<file path="src/logic/ahb_sram_pkg.sv">
`default_nettype none

package ahb_sram_pkg;

  ////////////////////////////////////////////////////////////////////////////
  // Bus widths
  ////////////////////////////////////////////////////////////////////////////

  localparam int HADDR_SIZE = 32;
  localparam int HDATA_SIZE = 32;

  // One enable per byte lane
  localparam int BE_SIZE = (HDATA_SIZE + 7) / 8;

  typedef logic [HADDR_SIZE-1:0] haddr_t;
  typedef logic [HDATA_SIZE-1:0] hdata_t;
  typedef logic [BE_SIZE-1:0]    be_t;

  ////////////////////////////////////////////////////////////////////////////
  // Transfer encodings
  ////////////////////////////////////////////////////////////////////////////

  // HTRANS, only NONSEQ and SEQ move data
  typedef enum logic [1:0] {
    IDLE   = 2'b00,
    BUSY   = 2'b01,
    NONSEQ = 2'b10,
    SEQ    = 2'b11
  } htrans_t;

  // HSIZE up to the bus width
  // Wider codes fall back to a full word
  typedef enum logic [2:0] {
    BYTE  = 3'b000,
    HWORD = 3'b001,
    WORD  = 3'b010
  } hsize_t;

  ////////////////////////////////////////////////////////////////////////////
  // Response
  ////////////////////////////////////////////////////////////////////////////

  // No error path, slave always answers OKAY
  localparam logic HRESP_OKAY = 1'b0;

endpackage

`default_nettype wire
</file>
<file path="src/logic/ahb_bank_decoder.sv">
`default_nettype none

module ahb_bank_decoder
  import ahb_sram_pkg::*;
#(
  parameter int MEM_DEPTH = 256
) (
  input  wire logic   HCLK,
  input  wire logic   HRESETn,

  // Address phase from the master
  input  wire logic   hsel,
  input  wire haddr_t haddr,
  input  wire logic   hready,

  // Per bank selects
  output logic        hsel_bank0,
  output logic        hsel_bank1,

  // Bank responses
  input  wire hdata_t hrdata_bank0,
  input  wire hdata_t hrdata_bank1,
  input  wire logic   hreadyout_bank0,
  input  wire logic   hreadyout_bank1,

  // Muxed response
  output hdata_t      hrdata,
  output logic        hreadyout
);

  // Bank bit sits just above the word address
  localparam int BANK_BIT = 2 + $clog2(MEM_DEPTH);

  logic bank;

  // Data phase owner
  logic dp_sel;
  logic dp_bank;

  ////////////////////////////////////////////////////////////////////////////
  // Address phase select
  ////////////////////////////////////////////////////////////////////////////

  assign bank       = haddr[BANK_BIT];
  assign hsel_bank0 = hsel & ~bank;
  assign hsel_bank1 = hsel & bank;

  // Remember who owns the next data phase
  always_ff @(posedge HCLK or negedge HRESETn) begin
    if (!HRESETn) begin
      dp_sel  <= 1'b0;
      dp_bank <= 1'b0;
    end else if (hready) begin
      dp_sel  <= hsel;
      dp_bank <= bank;
    end
  end

  ////////////////////////////////////////////////////////////////////////////
  // Data phase response
  ////////////////////////////////////////////////////////////////////////////

  always_comb begin
    // Nobody selected, keep the bus moving
    hrdata    = '0;
    hreadyout = 1'b1;
    if (dp_sel) begin
      if (dp_bank) begin
        hrdata    = hrdata_bank1;
        hreadyout = hreadyout_bank1;
      end else begin
        hrdata    = hrdata_bank0;
        hreadyout = hreadyout_bank0;
      end
    end
  end

  // Only the bank owning the data phase may hold the bus
  a_owner_stalls: assert property (
    @(posedge HCLK) disable iff (!HRESETn)
    (hreadyout_bank0 || (dp_sel && !dp_bank)) &&
    (hreadyout_bank1 || (dp_sel && dp_bank))
  );

endmodule

`default_nettype wire

</file>
<file path="config.mk">
export PLATFORM = sky130hd
export DESIGN_NAME = ahb_bank_decoder
export DESIGN_NICKNAME = d
export VERILOG_FILES = /design/src/logic/ahb_sram_pkg.sv /design/src/logic/ahb_bank_decoder.sv
export SDC_FILE = /design/constraint.sdc
export NUM_CORES = 1
export LEC_CHECK = 0
export BUFFER_PORTS_ARGS = -buffer_cell sky130_fd_sc_hd__buf_4
export CORE_MARGIN = 8
export CORE_UTILIZATION = 23
export CTS_BUF_LIST = sky130_fd_sc_hd__clkbuf_8
export CTS_CLUSTER_SIZE = 16
export DETAILED_ROUTE_END_ITERATION = 7
export PLACE_DENSITY = 0.75
export SETUP_SLACK_MARGIN = 0.1
export SYNTH_ARGS = -nofsm -noshare
export SYNTH_HDL_FRONTEND = slang
export SYNTH_SLANG_ARGS = --single-unit
</file>
<file path="constraint.sdc">
create_clock -name HCLK -period 1.3 [get_ports HCLK]
set_input_delay 0.26 -clock HCLK [delete_from_list [all_inputs] [get_ports HCLK]]
set_output_delay 0.26 -clock HCLK [all_outputs]
set_load 0.05 [all_outputs]
</file>
**After elaboration in Yosys (flattened, before gate mapping)**

Cells that the tools add are included.

- Word-level logic and storage cells: 9
- Flip-flop bits (word level): 2
- Input bits: 102
- Output and inout port bits: 35

- Bitwise logic cells: 3
- Multiplexer cells: 4

Operator list:

| kind | number |
|---|---|
| $mux W32 | 2 |
| $and A1 B1 Y1 | 2 |
| $mux W1 | 2 |
| $not A1 Y1 | 1 |

**Longest topological paths before layout**

Gate-level depths: netlist of the first run.

- Depth after elaboration: 2
- Gate-level depth with buffers: 4
- Mapped depth without buffers: 2

**Worst setup path after synthesis of the first run**

Ideal clock, no wire load.

- Path type: register to output
- Start point: register dp_bank
- End point: output port hrdata[10]
- Path buffers: 2
- Data required time: 1040 ps
- Arrival: 1448 ps
- Slack: -408 ps
- Cell stages (with the launch flop): 5
- Path through: dfrtp_1 buf_6 buf_12 mux2i_1 nor2b_1

- Word-level cells in the longest chain between the ends: 2

Ends and longest elaborated chain:

| what | RTL line | RTL |
|---|---|---|
| from (decl) | ahb_bank_decoder.sv:38 | `logic dp_bank;` |
| from (signal assigned) | ahb_bank_decoder.sv:55 | `dp_bank <= bank;` |
| $mux W32 | ahb_bank_decoder.sv:68 | `if (dp_bank) begin` |
| $mux W32 | ahb_bank_decoder.sv:67 | `if (dp_sel) begin` |
| to (decl) | ahb_bank_decoder.sv:27 | `output hdata_t hrdata,` |

No other way between the ends.

**Final worst setup path of the first run**

- Start point: register dp_bank
- End point: output port hrdata[28]

The elaborated chain is that of the path after synthesis.

==> impl_metrics.env, run 1 <==
export IMPL_status="complete, but fails checks"
export IMPL_violations="setup timing"
export IMPL_synthesis_nets=181
export IMPL_route_met3_wl_um=440
export IMPL_grt_use_total_pct=13.47
export IMPL_port_buffers=105
export IMPL_rsz0062_at_grt="true"
export IMPL_crit_path_end_kind="primary output"
export IMPL_grt_overflow_total=0
export IMPL_fin_crit_ns=1.623
export IMPL_clock_sinks=2
export IMPL_switching_share_pct=46.52
export IMPL_cp_start_kind="flip-flop"
export IMPL_timing_fmax_ghz=0.6161
export IMPL_cts_htree_levels=1
export IMPL_wl_per_cell_um=16.16
export IMPL_setup_slack_ns=-0.3232
export IMPL_relSlewSlack_pct=83.29
export IMPL_crit_family="flip-flops"
export IMPL_drt_wl_total_um=3523
export IMPL_core_area_um2=2978
export IMPL_fill_cells=248
export IMPL_dieArea_um2=5076
export IMPL_min_delay_start="hsel"
export IMPL_cp_buffers_inverters=2
export IMPL_whs_path_depth=2
export IMPL_finClkSkew_ns=0
export IMPL_crit_start="dp_bank"
export IMPL_p_int_w=0.0008689
export IMPL_p_clk_share_pct=15.6
export IMPL_tightest_slew_ns=0.2437
export IMPL_cp_slowest_cell="dfrtp_2"
export IMPL_yosysTopAreaCellShare_pct=47.06
export IMPL_pre_cts_slack_ns=-0.1120
export IMPL_routed_top_layer="met4"
export IMPL_cts_buffers=3
export IMPL_vias=987
export IMPL_period_share_pct=124.9
export IMPL_cp_data_arrival_time_ns=1.36
export IMPL_cts_tree="yes"
export IMPL_initial_core_util_pct=23.57
export IMPL_grt_pass1_vias=1256
export IMPL_drt_met1_wl_um=1279
export IMPL_path_cells="buf_12, mux2i_1, nor2b_4, buf_4"
export IMPL_path_clk_slew_ns=0.03
export IMPL_wl_met2_um=1786
export IMPL_hold_viol=0
export IMPL_drtIter0Drc=25
export IMPL_register_area_um2=51.30
export IMPL_drcViolationCount=0
export IMPL_slew_violations=0
export IMPL_layout_common_cells="buf_4 (104), nor2b_4 (32), mux2i_2 (30)"
export IMPL_leakage_nw=0.9877
export IMPL_antenna_left=0
export IMPL_worstSetupPathType="flip-flop to primary output"
export IMPL_netlist_area_um2=701.9
export IMPL_critPathMaxStageDelay_ns=0.40
export IMPL_ys_seq_area_share_pct=7.130
export IMPL_die_x_um=71.25
export IMPL_post_route_util_pct=65.13
export IMPL_cp_max_fo=17
export IMPL_clk_latency_ns=0.21
export IMPL_fin_nets=288
export IMPL_hpwl_um=2878
export IMPL_yosys_warnings=0
export IMPL_layout_commonest_cell="buf_4"
export IMPL_p_seq_share_pct=4.8
export IMPL_reg2reg_from="dp_bank"
export IMPL_min_to="dp_sel"
export IMPL_ys_types=9
export IMPL_drive_gt1_share_pct=96.76
export IMPL_required_ns=1.04
export IMPL_synth_seq_cells=2
export IMPL_clk_path_buf_depth=2
export IMPL_powerDensity_nw_per_um2=837.8
export IMPL_hp_class="input port to flip-flop"
export IMPL_ir_worst_vdd_mv=0.4540
export IMPL_power_share_combinational_pct=79.6
export IMPL_multiInputGateArea_um2=939.7
export IMPL_io_pins=137
export IMPL_syn_to_final_growth_pct=176.3
export IMPL_p_sw_w=0.0007559
export IMPL_firstDrtPassIters=2
export IMPL_synthCells=79
export IMPL_synthTopCellsByArea="mux2i_1 (47%), nor2b_1 (29%), buf_12 (8.6%), dfrtp_1 (7.1%), mux2_2 (3.2%)"
export IMPL_antenna_found_initial=0
export IMPL_vias_per_cell=4.528
export IMPL_rows=20
export IMPL_synth_top_area_cell="mux2i_1"
export IMPL_die_y_um=71.25
export IMPL_grt_pass1_wl_um=5582
export IMPL_r2r_cells=2
export IMPL_gp_congestion=0.7533
export IMPL_worstReg2RegEnd="dp_bank"
export IMPL_finalSetupViolCount=33
export IMPL_cap_violations=0
export IMPL_grt_start_max_net_pins=35
export IMPL_ff2ff_setup_slack_ns=0.30
export IMPL_clockRootBuffer="clkbuf_8"
export IMPL_post_cts_setup_buffers=0
export IMPL_num_antenna_cells=0
export IMPL_synth_area_per_cell_um2=8.885
## through the flow
stage               area [um^2]  setup TNS, ns  hold slack, ns  total power (W)  cells
floorplan                 948.4         -1.214        -0.03559        0.0009148     79
global route               1939         -11.96          0.3081         0.001706    218
finish                     1939         -10.13          0.3030         0.001625    218
detailed placement         1755         -2.983         0.04344         0.001277    213
CTS                        1891         -10.49          0.3006         0.001604    218
global placement           1755         -2.072         0.04194         0.001258    213
## synth_stat cells
master,n
clkbuf_1,3
buf_12,3
nand2_1,1
mux2_2,2
dfrtp_1,2
mux2i_1,33
and2_1,1
nor2b_1,33
buf_6,1
## sequential cells by signal, indices dropped and copies added (netlist names)
register,flops
dp_bank,1
dp_sel,1
## routing by layer
layer	vias up	global-route usage (%)
met3	2	6.555
met1	440	13.40
met5	-	0
met2	69	24.29
met4	0	3.464
li1	476	-
## power by group through the flow
stage                     combinational, W  clock, W  sequential, W
after floorplan                   0.000840         0      0.0000748
after global placement             0.00118         0      0.0000779
final                              0.00129  0.000254      0.0000775
after detailed placement           0.00120         0      0.0000786
after CTS                          0.00127  0.000259      0.0000779
after global routing               0.00135  0.000276      0.0000785
## timing repair
| action | 4_1_cts | 5_1_grt |
|---|---|---|
| endpoints found under the hold margin | 2 | 0 |
| gates resized for setup | 20 | 13 |
| hold buffers | 1 | 0 |
| pin swaps | 0 | 0 |
| setup endpoints to repair | 33 | 33 |
| cloned | 0 | 0 |
## cells by family after synthesis
kind of cell / synth area share, %
flops: 7.130
buf+inv: 11.76
simple gates: 30.84
mux: 50.27
## area by class of cell
cell class | instances | area share [%]
multi-input cells | 70 | 48.45
repair buffers | 109 | 44.45
flip-flops and latches | 2 | 2.645
clock buffers | 3 | 2.129
well taps | 33 | 2.129
clock inverters | 1 | 0.1935
## worst register-to-register path, cell delays in order (launching register included)
cell	delay, ns
dfrtp_2	0.43
buf_12	0.18
mux2_2	0.27
## worst max path at each step
stage	to	cells after the start	slack, ns
2_1_floorplan	hrdata[10]	4	-0.04
3_3_place_gp	hrdata[22]	4	-0.09
3_5_place_dp	hrdata[16]	4	-0.11
4_1_cts	hrdata[28]	4	-0.33
5_1_grt	hrdata[10]	4	-0.38
6_report	hrdata[28]	4	-0.32
(Power assumes the default switching activity.)
==> run 2: changes to the inputs <==
--- a/config.mk
+++ b/config.mk
@@ -7,11 +7,11 @@
 export LEC_CHECK = 0
 export BUFFER_PORTS_ARGS = -buffer_cell sky130_fd_sc_hd__buf_4
 export CORE_MARGIN = 8
-export CORE_UTILIZATION = 23
+export CORE_UTILIZATION = 26
 export CTS_BUF_LIST = sky130_fd_sc_hd__clkbuf_8
 export CTS_CLUSTER_SIZE = 16
 export DETAILED_ROUTE_END_ITERATION = 7
-export PLACE_DENSITY = 0.75
+export PLACE_DENSITY = 0.83
 export SETUP_SLACK_MARGIN = 0.1
 export SYNTH_ARGS = -nofsm -noshare
 export SYNTH_HDL_FRONTEND = slang
==> impl_metrics.env, run 2 (same netlist as run 1, synthesis figures left out) <==
export IMPL_routed_top_layer="met4"
export IMPL_register_area_um2=51.30
export IMPL_path_clk_slew_ns=0.03
export IMPL_gp_congestion=0.7226
export IMPL_crit_path_end_kind="primary output"
export IMPL_io_pins=137
export IMPL_hold_viol=0
export IMPL_worstSetupPathType="flip-flop to primary output"
export IMPL_relSlewSlack_pct=82.49
export IMPL_layout_common_cells="buf_4 (97), nor2b_4 (32), mux2i_2 (14)"
export IMPL_cp_max_fo=14
export IMPL_drt_met1_wl_um=1098
export IMPL_powerDensity_nw_per_um2=832.3
export IMPL_required_ns=1.04
export IMPL_rsz0062_at_grt="true"
export IMPL_cp_start_kind="flip-flop"
export IMPL_timing_fmax_ghz=0.6015
export IMPL_clockRootBuffer="clkbuf_8"
export IMPL_fin_nets=289
export IMPL_dieArea_um2=4619
export IMPL_clk_latency_ns=0.21
export IMPL_antenna_left=0
export IMPL_firstDrtPassIters=2
export IMPL_ff2ff_setup_slack_ns=0.30
export IMPL_pre_cts_slack_ns=-0.1318
export IMPL_multiInputGateArea_um2=967.2
export IMPL_grt_pass1_vias=1203
export IMPL_initial_core_util_pct=26.36
export IMPL_grt_pass1_wl_um=5361
export IMPL_whs_path_depth=2
export IMPL_min_to="dp_bank"
export IMPL_cts_tree="yes"
export IMPL_hp_class="input port to flip-flop"
export IMPL_drt_wl_total_um=3750
export IMPL_drive_gt1_share_pct=91.94
export IMPL_antenna_found_initial=0
export IMPL_die_x_um=67.96
export IMPL_grt_start_max_net_pins=21
export IMPL_ir_worst_vdd_mv=0.6773
export IMPL_tightest_slew_ns=0.2553
export IMPL_vias_per_cell=4.576
export IMPL_finalSetupViolCount=33
export IMPL_grt_overflow_total=0
export IMPL_cp_data_arrival_time_ns=1.40
export IMPL_clk_path_buf_depth=2
export IMPL_drcViolationCount=0
export IMPL_wl_met2_um=2148
export IMPL_leakage_nw=1.024
export IMPL_hpwl_um=2968
export IMPL_setup_slack_ns=-0.3625
export IMPL_wl_per_cell_um=17.28
export IMPL_drtIter0Drc=28
export IMPL_min_delay_start="haddr[10]"
export IMPL_grt_use_total_pct=15.41
export IMPL_worstReg2RegEnd="dp_bank"
export IMPL_vias=993
export IMPL_cap_violations=0
export IMPL_rows=19
export IMPL_cts_htree_levels=1
export IMPL_cts_buffers=3
export IMPL_fill_cells=185
export IMPL_core_area_um2=2663
export IMPL_violations="setup timing"
export IMPL_clock_sinks=2
export IMPL_post_route_util_pct=75.33
export IMPL_r2r_cells=2
export IMPL_slew_violations=0
export IMPL_reg_top3="dp_bank x1, dp_sel x1"
export IMPL_status="complete, but fails checks"
export IMPL_route_met3_wl_um=488
export IMPL_syn_to_final_growth_pct=185.7
export IMPL_period_share_pct=127.9
export IMPL_layout_commonest_cell="buf_4"
export IMPL_num_antenna_cells=0
export IMPL_fin_crit_ns=1.662
export IMPL_port_buffers=105
export IMPL_die_y_um=67.96
export IMPL_finClkSkew_ns=0
export IMPL_reg2reg_from="dp_bank"
run 2: changes by cell type in the layout (fill, tap and decap cells not counted), sizes merged:
cell	delta
buf	+1
run 2: worst max path at each step:
stage,from,end,slack (ns),cells after the start
after floorplan,dp_bank,hrdata[10],-0.04,4
after global placement,dp_bank,hrdata[22],-0.1,4
after detailed placement,dp_bank,hrdata[18],-0.13,4
after CTS,dp_bank,hrdata[22],-0.34,4
after global routing,dp_bank,hrdata[6],-0.40,4
final,dp_bank,hrdata[6],-0.36,4
run 2: timing repair:
item	CTS	global route
setup endpoints to repair	33	33
buffers inserted	0	0
hold buffers	1	0
hold endpoints to repair	2	0
gates resized for setup	31	9
run 2: power by group:
| group | switching [W] | internal (W) |
|---|---|---|
| clock network | 0.0000520 | 0.000200 |
| registers | 0.00000826 | 0.0000697 |
| logic | 0.000712 | 0.000627 |
run 2: area by class of cell:
type	count	area share, %
multi-input cells	70	48.22
repair buffers	110	45.04
flip-flops and latches	2	2.558
clock buffers	3	2.059
well taps	31	1.934
clock inverters	1	0.1871
run 2: worst max-delay path, stage by stage (launching register included):
cell	delay, ns
dfrtp_2	0.40
buf_12	0.22
mux2i_2	0.32
nor2b_4	0.06
buf_4	0.19
run 2: stage by stage:
step / hold WS (ns) / power, W / area, um^2 / instances / setup TNS (ns)
after floorplan: -0.03559 / 0.0009148 / 948.4 / 79 / -1.214
after global placement: 0.04182 / 0.001258 / 1760 / 212 / -2.003
after detailed placement: 0.04403 / 0.001283 / 1760 / 212 / -2.876
after CTS: 0.3064 / 0.001653 / 1967 / 217 / -10.41
after global routing: 0.3097 / 0.001750 / 2006 / 217 / -11.82
final: 0.3094 / 0.001669 / 2006 / 217 / -10.16
run 2: routing by layer:
metal	track usage [%]	vias up
met2	30.01	63
met5	0	-
li1	-	482
met1	13.47	446
met4	4.604	0
met3	7.529	2
==> run 3: changes to the inputs <==
--- a/config.mk
+++ b/config.mk
@@ -6,7 +6,6 @@
 export NUM_CORES = 1
 export LEC_CHECK = 0
 export BUFFER_PORTS_ARGS = -buffer_cell sky130_fd_sc_hd__buf_4
-export CORE_MARGIN = 8
 export CORE_UTILIZATION = 26
 export CTS_BUF_LIST = sky130_fd_sc_hd__clkbuf_8
 export CTS_CLUSTER_SIZE = 16
==> impl_metrics.env, run 3 (same netlist as run 1, synthesis figures left out) <==
export IMPL_status="complete, but fails checks"
export IMPL_violations="setup timing"
export IMPL_fin_nets=288
export IMPL_layout_commonest_cell="buf_4"
export IMPL_cts_htree_levels=1
export IMPL_fin_crit_ns=1.645
export IMPL_worstSetupPathType="flip-flop to primary output"
export IMPL_clock_sinks=2
export IMPL_antenna_found_initial=0
export IMPL_initial_core_util_pct=27.83
export IMPL_drt_wl_total_um=2940
export IMPL_cap_violations=0
export IMPL_syn_to_final_growth_pct=189.1
export IMPL_antenna_left=0
export IMPL_gp_congestion=0.6777
export IMPL_reg_top3="dp_bank x1, dp_sel x1"
export IMPL_relSlewSlack_pct=83.11
export IMPL_io_pins=137
export IMPL_clk_path_buf_depth=2
export IMPL_crit_cells=4
export IMPL_cp_buffers_inverters=2
export IMPL_cp_slowest_cell="dfrtp_2"
export IMPL_tightest_slew_ns=0.2463
export IMPL_wl_per_cell_um=13.67
export IMPL_fin_cells=215
export IMPL_path_clk_slew_ns=0.03
export IMPL_core_area_um2=2522
export IMPL_grt_pass1_wl_um=4222
export IMPL_clockRootBuffer="clkbuf_8"
export IMPL_reg2reg_from="dp_bank"
export IMPL_firstDrtPassIters=4
export IMPL_ff2ff_setup_slack_ns=0.30
export IMPL_clk_latency_ns=0.21
export IMPL_total_power_w=0.001680
export IMPL_hpwl_um=2001
export IMPL_finClkSkew_ns=0
export IMPL_post_route_util_pct=80.46
export IMPL_vias=1012
export IMPL_required_ns=1.04
export IMPL_drive_gt1_share_pct=93.51
export IMPL_crit_path_end_kind="primary output"
export IMPL_timing_fmax_ghz=0.6078
export IMPL_cts_buffers=3
export IMPL_hp_class="input port to flip-flop"
export IMPL_powerDensity_nw_per_um2=827.9
export IMPL_placed_cells=210
export IMPL_drcViolationCount=0
export IMPL_num_antenna_cells=0
export IMPL_ir_worst_vdd_mv=0.8220
export IMPL_cp_start_kind="flip-flop"
export IMPL_dieArea_um2=2912
export IMPL_hold_viol=0
export IMPL_grt_start_max_net_pins=35
export IMPL_period_share_pct=126.6
export IMPL_cp_data_arrival_time_ns=1.39
export IMPL_finalSetupTns_ns=-10.29
export IMPL_path_cells="buf_12, mux2i_1, nor2b_4, buf_4"
export IMPL_grt_use_total_pct=19.99
export IMPL_pre_cts_slack_ns=-0.1420
export IMPL_crit_family="flip-flops"
export IMPL_slew_violations=0
export IMPL_cts_tree="yes"
export IMPL_layout_common_cells="buf_4 (94), nor2b_4 (32), mux2i_2 (15)"
export IMPL_critPathMaxStageDelay_ns=0.40
export IMPL_worstReg2RegEnd="dp_bank"
export IMPL_die_y_um=53.96
export IMPL_r2r_cells=2
export IMPL_rows=18
export IMPL_die_x_um=53.96
export IMPL_critPathCapture="hrdata[13]"
export IMPL_drtIter0Drc=4
export IMPL_leakage_nw=1.017
export IMPL_fill_cells=146
export IMPL_finalSetupViolCount=33
export IMPL_setup_slack_ns=-0.3454
export IMPL_grt_pass1_vias=1003
export IMPL_vias_per_cell=4.707
export IMPL_crit_start="dp_bank"
export IMPL_port_buffers=105
export IMPL_rsz0062_at_grt="true"
export IMPL_grt_overflow_total=0
export IMPL_cp_max_fo=21
==> run 3: repair_timing <==
| item | CTS | global route |
|---|---|---|
| cloned | 0 | 0 |
| endpoints found under the setup margin | 33 | 33 |
| buffers inserted | 0 | 0 |
| hold buffers | 1 | 0 |
| hold endpoints to repair | 2 | 0 |
| gates resized for setup | 38 | 8 |
==> run 3: metrics by stage <==
step                instance area [um^2]  hold WS, ns
finish                              2029       0.3073
floorplan                          948.4     -0.03559
global placement                    1752      0.04178
detailed placement                  1752      0.04263
CTS                                 1994       0.3068
global route                        2029       0.3142
==> run 3: where the power goes <==
| part | internal (W) | total [W] | switching [W] |
|---|---|---|---|
| clock | 0.000200 | 0.000255 | 0.0000543 |
| sequential | 0.0000697 | 0.0000776 | 0.00000791 |
| combinational | 0.000637 | 0.00135 | 0.000711 |
==> run 3: final cells by class <==
cell class	count	area, um^2	share of cell area (%)
timing repair buffer	109	899.6	44.33
tap	30	37.54	1.850
clock inverter	1	3.754	0.1850
sequential	2	51.30	2.528
clock buffer	3	41.29	2.035
multi-input combinational	70	996.0	49.08
==> run 3: worst min-delay path by stage <==
stage | startpoint | to | slack [ns] | depth (start not counted)
finish | haddr[10] | dp_bank | 0.31 | 2
global route | haddr[10] | dp_bank | 0.31 | 2
CTS | haddr[10] | dp_bank | 0.31 | 2
detailed placement | HRESETn | dp_sel | 0.04 | 1
global placement | HRESETn | dp_sel | 0.04 | 1
floorplan | HRESETn | dp_bank | -0.04 | 0
==> run 3: metal layers <==
layer | vias to the layer above | track usage, % | wire length, um
met2 | 65 | 41.36 | 1627
met5 | - | 0 | 0
met4 | 0 | 3.947 | 10
li1 | 481 | - | -
met1 | 464 | 19.50 | 979
met3 | 2 | 4.520 | 322
==> run 3: worst reg2reg max path, stage by stage (launching register included) <==
cell and delay (ns):
dfrtp_2 0.43, buf_12 0.18, mux2_2 0.27
